## src/logic/cache_cfg.svh

```systemverilog
`ifndef CACHE_CFG_SVH
`define CACHE_CFG_SVH

// Set associativity
`define CACHE_WAYS 2

// Lanes per way, as an index width
`define CACHE_LANES_W 2

// Words per line, as an offset width
`define CACHE_OFFSET_W 2

// Addresses with this bit clear go straight to memory
`define CACHE_CACHED_BIT 31

`endif

```

## src/logic/cache_cmd_pkg.sv

```systemverilog
package cache_cmd_pkg;

    // Commands from the core, anything else is illegal
    typedef enum logic [2:0] {
        CMD_NONE      = 3'd0,
        CMD_LOAD      = 3'd1,
        CMD_STORE     = 3'd2,
        CMD_FLUSH_ALL = 3'd3
    } cache_cmd_t;

    // Exactly one non-idle response per command
    typedef enum logic [2:0] {
        RESP_IDLE        = 3'd0,
        RESP_DONE        = 3'd1,
        RESP_UNKNOWNTYPE = 3'd2,
        RESP_MISALIGNED  = 3'd3,
        RESP_ACCESSFAULT = 3'd4
    } cache_resp_t;

    // Same codes as the RISC-V funct3 field
    typedef enum logic [2:0] {
        LB  = 3'd0,
        LH  = 3'd1,
        LW  = 3'd2,
        LBU = 3'd4,
        LHU = 3'd5
    } load_type_t;

    typedef enum logic [1:0] {
        SB = 2'd0,
        SH = 2'd1,
        SW = 2'd2
    } store_type_t;

endpackage

```

## src/logic/cache_addr_pkg.sv

```systemverilog
`include "cache_cfg.svh"

package cache_addr_pkg;

    localparam int LANES_W  = `CACHE_LANES_W;
    localparam int OFFSET_W = `CACHE_OFFSET_W;
    localparam int INWORD_W = 2;
    localparam int TAG_W    = 32 - LANES_W - OFFSET_W - INWORD_W;
    localparam int WAY_W    = (`CACHE_WAYS > 1) ? $clog2(`CACHE_WAYS) : 1;

    typedef logic [TAG_W-1:0]    ctag_t;
    typedef logic [WAY_W-1:0]    way_idx_t;
    typedef logic [LANES_W-1:0]  lane_idx_t;
    typedef logic [OFFSET_W-1:0] word_off_t;

    // Storage view
    typedef struct packed {
        ctag_t               tag;
        lane_idx_t           lane;
        word_off_t           offset;
        logic [INWORD_W-1:0] inword;
    } cache_fields_t;

    // Memory port view, word address and byte in word
    typedef struct packed {
        logic [31-INWORD_W:0] word_addr;
        logic [INWORD_W-1:0]  inword;
    } mem_fields_t;

    typedef union packed {
        cache_fields_t cache;
        mem_fields_t   mem;
    } cache_addr_u;

endpackage

```

## src/logic/cache_ways.sv

```systemverilog
`timescale 1ns/1ps

`include "cache_cfg.svh"

module cache_ways
    import cache_addr_pkg::*;
(
    input  logic        clk,
    input  logic        rst_n,
    input  logic        req_accept,
    input  cache_addr_u req_address,
    input  logic        fill_write,
    input  way_idx_t    fill_way,
    input  word_off_t   fill_offset,
    input  logic [31:0] fill_data,
    input  logic        fill_done,
    input  logic        store_update,
    input  logic [31:0] store_word,
    input  logic [3:0]  store_strb,
    input  logic        flush,
    output logic        hit,
    output way_idx_t    hit_way,
    output logic [31:0] hit_data,
    output way_idx_t    victim_way,
    output cache_addr_u line_addr
);

    localparam int LANES   = 1 << LANES_W;
    localparam int ENTRIES = 1 << (LANES_W + OFFSET_W);

    ctag_t            tag_mem  [`CACHE_WAYS][LANES];
    logic [7:0]       data_mem [`CACHE_WAYS][4][ENTRIES];
    logic [LANES-1:0] valid    [`CACHE_WAYS];

    cache_addr_u addr_q;
    ctag_t       rd_tag  [`CACHE_WAYS];
    logic [31:0] rd_data [`CACHE_WAYS];
    way_idx_t    victim_q;

    logic [LANES_W+OFFSET_W-1:0] rd_index;
    logic [LANES_W+OFFSET_W-1:0] wr_index;
    logic                        wr_en;
    logic [3:0]                  wr_strb;
    logic [31:0]                 wr_data;

    assign rd_index = {req_address.cache.lane, req_address.cache.offset};

    // One write port, shared by refill words and store merges
    assign wr_en    = fill_write || store_update;
    assign wr_index = store_update ? {addr_q.cache.lane, addr_q.cache.offset}
                                   : {addr_q.cache.lane, fill_offset};
    assign wr_strb  = store_update ? store_strb : 4'hF;
    assign wr_data  = store_update ? store_word : fill_data;

    always_ff @(posedge clk) begin
        if (req_accept) begin
            addr_q <= req_address;
            for (int w = 0; w < `CACHE_WAYS; w++) begin
                rd_tag[w] <= tag_mem[w][req_address.cache.lane];
                for (int b = 0; b < 4; b++) begin
                    rd_data[w][8*b +: 8] <= data_mem[w][b][rd_index];
                end
            end
        end
        for (int b = 0; b < 4; b++) begin
            if (wr_en && wr_strb[b]) begin
                data_mem[fill_way][b][wr_index] <= wr_data[8*b +: 8];
            end
        end
        if (fill_done) begin
            tag_mem[fill_way][addr_q.cache.lane] <= addr_q.cache.tag;
        end
    end

    always_ff @(posedge clk) begin
        if (!rst_n || flush) begin
            for (int w = 0; w < `CACHE_WAYS; w++) begin
                valid[w] <= '0;
            end
            victim_q <= '0;
        end else if (fill_done) begin
            valid[fill_way][addr_q.cache.lane] <= 1'b1;
            if (victim_q == way_idx_t'(`CACHE_WAYS - 1)) begin
                victim_q <= '0;
            end else begin
                victim_q <= victim_q + 1'b1;
            end
        end else if (fill_write) begin
            // Lane holds a mix of old and new words until the refill ends
            valid[fill_way][addr_q.cache.lane] <= 1'b0;
        end
    end

    // Tag compare against the held address
    always_comb begin
        hit      = 1'b0;
        hit_way  = '0;
        hit_data = rd_data[0];
        for (int w = 0; w < `CACHE_WAYS; w++) begin
            if (addr_q[`CACHE_CACHED_BIT] && valid[w][addr_q.cache.lane]
                    && rd_tag[w] == addr_q.cache.tag) begin
                hit      = 1'b1;
                hit_way  = way_idx_t'(w);
                hit_data = rd_data[w];
            end
        end
    end

    assign victim_way = victim_q;
    assign line_addr  = addr_q;

endmodule

```

## src/logic/access_format.sv

```systemverilog
`timescale 1ns/1ps

module access_format
    import cache_cmd_pkg::*;
(
    input  logic        clk,
    input  logic        req_accept,
    input  load_type_t  c_load_type,
    input  store_type_t c_store_type,
    input  logic [31:0] c_store_data,
    input  cache_cmd_t  c_cmd,
    input  logic [1:0]  inword,
    input  logic [31:0] word_in,
    output cache_cmd_t  cmd_q,
    output logic [31:0] load_data,
    output logic [31:0] store_word,
    output logic [3:0]  store_strb,
    output logic        misaligned,
    output logic        unknown_type
);

    load_type_t  load_type_q;
    store_type_t store_type_q;
    logic [31:0] store_data_q;
    logic [31:0] shifted;
    logic        load_bad;
    logic        load_misaligned;
    logic        store_bad;
    logic        store_misaligned;

    always_ff @(posedge clk) begin
        if (req_accept) begin
            cmd_q        <= c_cmd;
            load_type_q  <= c_load_type;
            store_type_q <= c_store_type;
            store_data_q <= c_store_data;
        end
    end

    // Addressed byte or half moved down to bit 0
    assign shifted = word_in >> {inword, 3'b000};

    always_comb begin
        load_bad        = 1'b0;
        load_misaligned = 1'b0;
        case (load_type_q)
            LB:  load_data = {{24{shifted[7]}}, shifted[7:0]};
            LBU: load_data = {24'h0, shifted[7:0]};
            LH: begin
                load_data       = {{16{shifted[15]}}, shifted[15:0]};
                load_misaligned = inword[0];
            end
            LHU: begin
                load_data       = {16'h0, shifted[15:0]};
                load_misaligned = inword[0];
            end
            LW: begin
                load_data       = word_in;
                load_misaligned = |inword;
            end
            default: begin
                load_data = word_in;
                load_bad  = 1'b1;
            end
        endcase
    end

    // Store data is replicated, strobes pick the lanes
    always_comb begin
        store_bad        = 1'b0;
        store_misaligned = 1'b0;
        case (store_type_q)
            SB: begin
                store_word = {4{store_data_q[7:0]}};
                store_strb = 4'b0001 << inword;
            end
            SH: begin
                store_word       = {2{store_data_q[15:0]}};
                store_strb       = 4'b0011 << inword;
                store_misaligned = inword[0];
            end
            SW: begin
                store_word       = store_data_q;
                store_strb       = 4'b1111;
                store_misaligned = |inword;
            end
            default: begin
                store_word = store_data_q;
                store_strb = 4'b0000;
                store_bad  = 1'b1;
            end
        endcase
    end

    always_comb begin
        case (cmd_q)
            CMD_LOAD: begin
                misaligned   = load_misaligned;
                unknown_type = load_bad;
            end
            CMD_STORE: begin
                misaligned   = store_misaligned;
                unknown_type = store_bad;
            end
            CMD_FLUSH_ALL: begin
                misaligned   = 1'b0;
                unknown_type = 1'b0;
            end
            default: begin
                misaligned   = 1'b0;
                unknown_type = 1'b1;
            end
        endcase
    end

endmodule

```

## src/logic/cache_ctrl.sv

```systemverilog
`timescale 1ns/1ps

`include "cache_cfg.svh"

module cache_ctrl
    import cache_cmd_pkg::*, cache_addr_pkg::*;
(
    input  logic        clk,
    input  logic        rst_n,
    input  cache_cmd_t  c_cmd,
    output cache_resp_t c_response,
    output logic [31:0] c_load_data,
    output logic        req_accept,
    input  cache_cmd_t  cmd_q,
    input  logic        hit,
    input  way_idx_t    hit_way,
    input  logic [31:0] hit_data,
    input  way_idx_t    victim_way,
    input  cache_addr_u line_addr,
    input  logic [31:0] load_data,
    input  logic [31:0] store_word,
    input  logic [3:0]  store_strb,
    input  logic        misaligned,
    input  logic        unknown_type,
    output logic [31:0] word_in,
    output logic        fill_write,
    output way_idx_t    fill_way,
    output word_off_t   fill_offset,
    output logic        fill_done,
    output logic        store_update,
    output logic        flush,
    output logic        mem_req,
    output logic [31:0] mem_addr,
    output logic        mem_we,
    output logic [31:0] mem_wdata,
    output logic [3:0]  mem_wstrb,
    input  logic        mem_resp,
    input  logic [31:0] mem_rdata,
    input  logic        mem_err
);

    localparam logic [2:0] ST_IDLE   = 3'd0;
    localparam logic [2:0] ST_CHECK  = 3'd1;
    localparam logic [2:0] ST_REFILL = 3'd2;
    localparam logic [2:0] ST_BYPASS = 3'd3;
    localparam logic [2:0] ST_STORE  = 3'd4;

    logic [2:0]  state;
    logic [2:0]  state_nxt;
    word_off_t   fill_cnt;
    word_off_t   next_off;
    logic [31:0] word_q;
    logic        is_load;
    logic        cacheable;
    logic        last_word;
    logic        want_word;
    logic        issue_fill;
    logic        issue_single;
    cache_addr_u fill_addr;

    assign is_load   = (cmd_q == CMD_LOAD);
    assign cacheable = line_addr[`CACHE_CACHED_BIT];
    assign last_word = (fill_cnt == '1);
    assign want_word = (fill_cnt == line_addr.cache.offset);

    always_comb begin
        state_nxt    = state;
        c_response   = RESP_IDLE;
        req_accept   = 1'b0;
        flush        = 1'b0;
        issue_fill   = 1'b0;
        issue_single = 1'b0;
        case (state)
            ST_IDLE: begin
                if (c_cmd != CMD_NONE) begin
                    req_accept = 1'b1;
                    state_nxt  = ST_CHECK;
                end
            end
            ST_CHECK: begin
                state_nxt = ST_IDLE;
                if (cmd_q == CMD_FLUSH_ALL) begin
                    flush      = 1'b1;
                    c_response = RESP_DONE;
                end else if (unknown_type) begin
                    c_response = RESP_UNKNOWNTYPE;
                end else if (misaligned) begin
                    c_response = RESP_MISALIGNED;
                end else if (is_load && hit) begin
                    c_response = RESP_DONE;
                end else if (is_load && cacheable) begin
                    state_nxt  = ST_REFILL;
                    issue_fill = 1'b1;
                end else begin
                    // Bypassed load or write-through store, one transfer
                    state_nxt    = is_load ? ST_BYPASS : ST_STORE;
                    issue_single = 1'b1;
                end
            end
            ST_REFILL: begin
                if (mem_resp) begin
                    if (mem_err) begin
                        c_response = RESP_ACCESSFAULT;
                        state_nxt  = ST_IDLE;
                    end else if (last_word) begin
                        c_response = RESP_DONE;
                        state_nxt  = ST_IDLE;
                    end else begin
                        issue_fill = 1'b1;
                    end
                end
            end
            ST_BYPASS, ST_STORE: begin
                if (mem_resp) begin
                    c_response = mem_err ? RESP_ACCESSFAULT : RESP_DONE;
                    state_nxt  = ST_IDLE;
                end
            end
            default: state_nxt = ST_IDLE;
        endcase
    end

    assign fill_write   = (state == ST_REFILL) && mem_resp && !mem_err;
    assign fill_done    = fill_write && last_word;
    assign fill_offset  = fill_cnt;
    // Stores land in the way that hit, refills in the victim
    assign fill_way     = (state == ST_STORE) ? hit_way : victim_way;
    assign store_update = (state == ST_STORE) && mem_resp && !mem_err && hit;

    // Word handed to the load formatter
    always_comb begin
        case (state)
            ST_REFILL: word_in = want_word ? mem_rdata : word_q;
            ST_BYPASS: word_in = mem_rdata;
            default:   word_in = hit_data;
        endcase
    end

    assign c_load_data = load_data;

    // Refill walks the line from word 0
    assign next_off = (state == ST_CHECK) ? '0 : fill_cnt + 1'b1;

    always_comb begin
        fill_addr              = line_addr;
        fill_addr.cache.offset = next_off;
        fill_addr.cache.inword = '0;
    end

    always_ff @(posedge clk) begin
        if (!rst_n) begin
            state   <= ST_IDLE;
            mem_req <= 1'b0;
        end else begin
            state   <= state_nxt;
            mem_req <= issue_fill || issue_single;
        end
    end

    always_ff @(posedge clk) begin
        if (issue_fill) begin
            mem_addr <= fill_addr;
            mem_we   <= 1'b0;
            fill_cnt <= next_off;
        end
        if (issue_single) begin
            mem_addr  <= {line_addr.mem.word_addr, 2'b00};
            mem_we    <= (cmd_q == CMD_STORE);
            mem_wdata <= store_word;
            mem_wstrb <= store_strb;
        end
        // Requested word kept for the final response
        if (fill_write && want_word) begin
            word_q <= mem_rdata;
        end
    end

endmodule

```

## src/logic/cache_top.sv

```systemverilog
`timescale 1ns/1ps

module cache_top
    import cache_cmd_pkg::*, cache_addr_pkg::*;
(
    input  logic        clk,
    input  logic        rst_n,
    input  cache_cmd_t  c_cmd,
    input  logic [31:0] c_address,
    input  load_type_t  c_load_type,
    input  store_type_t c_store_type,
    input  logic [31:0] c_store_data,
    output cache_resp_t c_response,
    output logic [31:0] c_load_data,
    output logic        mem_req,
    output logic [31:0] mem_addr,
    output logic        mem_we,
    output logic [31:0] mem_wdata,
    output logic [3:0]  mem_wstrb,
    input  logic        mem_resp,
    input  logic [31:0] mem_rdata,
    input  logic        mem_err
);

    logic        req_accept;
    cache_cmd_t  cmd_q;
    logic        hit;
    way_idx_t    hit_way;
    logic [31:0] hit_data;
    way_idx_t    victim_way;
    cache_addr_u line_addr;
    logic [31:0] word_in;
    logic [31:0] load_data;
    logic [31:0] store_word;
    logic [3:0]  store_strb;
    logic        misaligned;
    logic        unknown_type;
    logic        fill_write;
    way_idx_t    fill_way;
    word_off_t   fill_offset;
    logic        fill_done;
    logic        store_update;
    logic        flush;

    // Refill words come straight from the memory port
    cache_ways u_ways (
        .*,
        .req_address (c_address),
        .fill_data   (mem_rdata)
    );

    access_format u_format (
        .*,
        .inword (line_addr.cache.inword)
    );

    cache_ctrl u_ctrl (
        .*
    );

endmodule

```

## config.mk

```make
export PLATFORM = sky130hd
export DESIGN_NAME = cache_top
export DESIGN_NICKNAME = d
export VERILOG_FILES = /design/src/logic/cache_cmd_pkg.sv /design/src/logic/cache_addr_pkg.sv /design/src/logic/cache_ways.sv /design/src/logic/access_format.sv /design/src/logic/cache_ctrl.sv /design/src/logic/cache_top.sv
export VERILOG_INCLUDE_DIRS = /design/src /design/src/logic
export SDC_FILE = /design/constraint.sdc
export NUM_CORES = 1
export LEC_CHECK = 0
export BUFFER_PORTS_ARGS = -buffer_cell sky130_fd_sc_hd__buf_4
export CAP_MARGIN = 20
export CORE_ASPECT_RATIO = 0.75
export CORE_UTILIZATION = 40
export CTS_CLUSTER_DIAMETER = 120
export CTS_CLUSTER_SIZE = 20
export DETAILED_ROUTE_END_ITERATION = 16
export HOLD_SLACK_MARGIN = 0.02
export PLACE_DENSITY = 0.67
export SYNTH_ARGS = -nofsm -noshare
export SYNTH_HDL_FRONTEND = slang
export SYNTH_SLANG_ARGS = --single-unit
export TNS_END_PERCENT = 5
```

## constraint.sdc

```tcl
create_clock -name clk -period 16.9 [get_ports clk]
set_input_delay 2.535 -clock clk [delete_from_list [all_inputs] [get_ports clk]]
set_output_delay 2.535 -clock clk [all_outputs]
set_load 0.05 [all_outputs]
```

==> impl_metrics.toml <==
[yosys]
syn_avg_cell_area_sq_um = 21.9
ys_ff_latch = 1534
synth-edff-count = 1529
yosysMostFrequentCell = "edfxtp_1"
synth_top_family_by_area = "multiplexers"
yosys_warnings = 0
synthFlopType = "edfxtp_1"
synth_mux_area_share_pct = 15.5
yosysSeqAreaShare_pct = 77.6
syn_inst = 2710
yosysTopAreaCell = "edfxtp_1"
synthAdderAreaFrac_pct = 0.106
synth_top_cell_area_share_pct = 77.4
synth_cell_types = 61
synth_xor_area_share_pct = 0.768
synth_compound_area_share_pct = 2.40
async_flop_share_pct = 0
ys_top_cells_by_count = "edfxtp_1, mux4_2, nor2_1, clkbuf_1, nand2_1"
ys_top_cells_by_area = "edfxtp_1, mux4_2, nor2_1"
syn_area_sq_um = 59300
synthSimpleGateAreaFrac_pct = 2.59

[die]
ioPinCount = 213
placeableCoreArea_sq_um = 146000
die_w_microns = 447
die_area_sq_um = 150000
rows = 121
die_h_microns = 335
start_util_pct = 40.6

[cts]
htree_levels = 3
clock_sinks = 1534
cts_tree = "yes"
clock_latency_ps = 740
post_cts_buffers = 0
cts_resized = 0
path_clk_slew_ps = 90
clockBufferDepth = 3
root_buffer = "clkbuf_16"
cts_buffers = 87
ctsHoldBuffers = 0

[routing]
dr_total_vias = 28400
dr.pass1.iters = 5
avgRoutedWirePerCell_microns = 30.1
top_layer = "met4"
viasPerCell = 5.78
wl_met2_microns = 69600
wl_met1_microns = 60200
route.met3.wl_microns = 12000
antenna_left = 0
dr.first_iter.drc_count = 3763
routed_wl_microns = 148000
drc = 0

[worst_setup_path]
cp_slowest_stage_delay_ps = 570
cp.required_ps = 14370
path_class = "flop to output port"
critPathArrivalTime_ps = 4950
slowest_stage = "edfxtp_1"
endpoint_kind = "output port"
crit_family = "compound AO/OA/AOI/OAI gates"
start_kind = "flop"
cp_common_cell = "buf_4"
crit_chain = "xor2_1 > nor4_1 > nand4_1 > nor3_4 > buf_4 > mux2i_1 > o211ai_1 > a21bo_2 > a221oi_1 > buf_4"
worst-path-buf-inv = 2
path_max_fanout = 28

[cells_and_area]
fin_cells = 4917
multi_input_area_sq_um = 12800
drive_above_1_share_pct = 27.4
fillers = 12100
final_nets = 3027
seqCellArea_sq_um = 46000
syn2layout_area_growth_pct = 10.8

[place]
dp_cells = 4789
globalplace.congestion = 0.908
dp_hpwl_microns = 97300
port_buffers = 210

[grt]
grt_pass1_vias = 27800
grt_max_degree = 87
track_usage_pct = 19.6
grt_pass1_wl_microns = 209000
antenna_found_initial = 9
grt_overflow = 0

[sta]
setup_tns_ps = 0
finalCritPeriodShare_pct = 44.3
drv_slew = 0
clock.fmax_mhz = 134
rsz0062_at_grt = "no"
slew_headroom_pct = 11.8
fin_crit_ps = 7480
fin_skew_ps = 40.8
setup_violations = 0
worst_pin_slew_ps = 1310
hold_violations = 0

[pwr]
power.share.sequential_pct = 60.0
internal-power_mw = 5.50
pwr-share-clk_pct = 29.9
p_leak_nw = 20.3
switching_power_mw = 1.80
peakVddDrop_uv = 74.1
power_switching_share_pct = 24.6
powerDensity_nw_per_um2 = 111
combPwrFrac_pct = 10.1

[job]
drv_cap = 0

[hold_path]
hold_path_class = "flop to flop"

[status]
outcome = "complete, no violations"
flip-flops by register name, indices dropped and copies added (netlist names), 2 cells and up:
signal / flops
u_format.load_type_q: 3
u_ways.rd_tag: 52
u_ctrl.fill_offset: 2
u_ctrl.mem_wstrb: 4
u_ctrl.mem_wdata: 32
u_format.store_data_q: 32
u_ctrl.mem_addr: 30
u_format.cmd_q: 3
u_ways.line_addr: 32
u_ways.tag_mem: 208
u_ways.valid: 8
u_ctrl.state: 3
u_ctrl.word_q: 32
u_ways.rd_data: 64
u_ways.data_mem: 1024
u_format.store_type_q: 2
cell type report:
type	count	area share (%)
antenna	9	0.0343
clock buffer	105	3.42
clock inverter	10	0.303
inverter	7	0.0400
multi-input combinational	1038	19.5
sequential	1534	70.0
tap	1968	3.75
timing repair buffer	246	2.96
placed cells by master, fill, tap and decap left out, types with 6 or more instances in the layout:
cell | synthesis | routed
a21boi_0 | 8 | 8
a21o_1 | 15 | 15
a21oi_1 | 17 | 17
a221o_1 | 12 | 12
a221oi_1 | 15 | 15
a222oi_1 | 6 | 6
a22oi_1 | 22 | 22
and2_1 | 13 | 13
buf_4 | 3 | 238
clkbuf_1 | 81 | 18
clkbuf_16 | 0 | 87
diode_2 | 0 | 9
edfxtp_1 | 1529 | 1529
inv_1 | 7 | 7
mux2_2 | 59 | 59
mux2i_1 | 13 | 13
mux4_2 | 374 | 374
nand2_1 | 61 | 61
nand2b_1 | 11 | 11
nand3_1 | 15 | 15
nand4_1 | 6 | 6
nor2_1 | 178 | 170
nor2_4 | 0 | 8
nor3_1 | 9 | 8
nor4_1 | 26 | 26
o211ai_1 | 15 | 15
o21ai_0 | 33 | 33
o21ai_1 | 7 | 7
xor2_1 | 51 | 51
kinds of logic after synthesis:
logic type / Yosys count
buffers and inverters: 139
AO/OA/AOI/OAI: 191
XOR/XNOR: 52
adder cells (fa/ha/maj): 5
flip-flops: 1534
other: 1
multiplexers: 446
AND/OR/NAND/NOR: 342
stage by stage:
step	utilization (%)	power (mW)	hold slack, ps	setup slack [ps]	cell area [sq um]
global placement	43.2	5.19	476	9770	63100
global route	45.0	7.48	536	9340	65700
CTS	44.9	7.32	494	9440	65600
floorplan	-	4.88	457	5290	59300
finish	45.0	7.30	492	9420	65700
detailed placement	43.2	5.19	481	9770	63100
worst paths after layout:
| path | cells past startpoint | end | startpoint | slack [ps] |
|---|---|---|---|---|
| max reg2reg | 9 | u_ways.data_mem[0][393] | u_ways.line_addr[26] | 11460 |
| min | 2 | u_ways.victim_way | u_ways.victim_way | 490 |
| min reg2reg | 2 | u_ways.victim_way | u_ways.victim_way | 490 |
| max | 10 | c_load_data[0] | u_ways.line_addr[17] | 9420 |
tightest hold or removal path: cells and delay by family, from the launching register on:
family	cells	cell delay, ps
and+or+nand+nor	1	50
AOI/OAI and AO/OA	1	60
DFF	1	330
routing by layer:
layer,vias to the layer above,global-route usage (%)
met5,-,0
met3,227,4.24
met4,0,8.28
met1,15200,27.3
li1,11700,-
met2,1303,30.1
power by group through the flow:
stage,Sequential [mW],Clock [mW],Combinational (mW)
final,4.38,2.18,0.734
after global routing,4.39,2.33,0.757
after CTS,4.38,2.21,0.730
after detailed placement,4.47,0,0.727
after global placement,4.47,0,0.721
after floorplan,4.49,0,0.394
(Power assumes the default switching activity.)
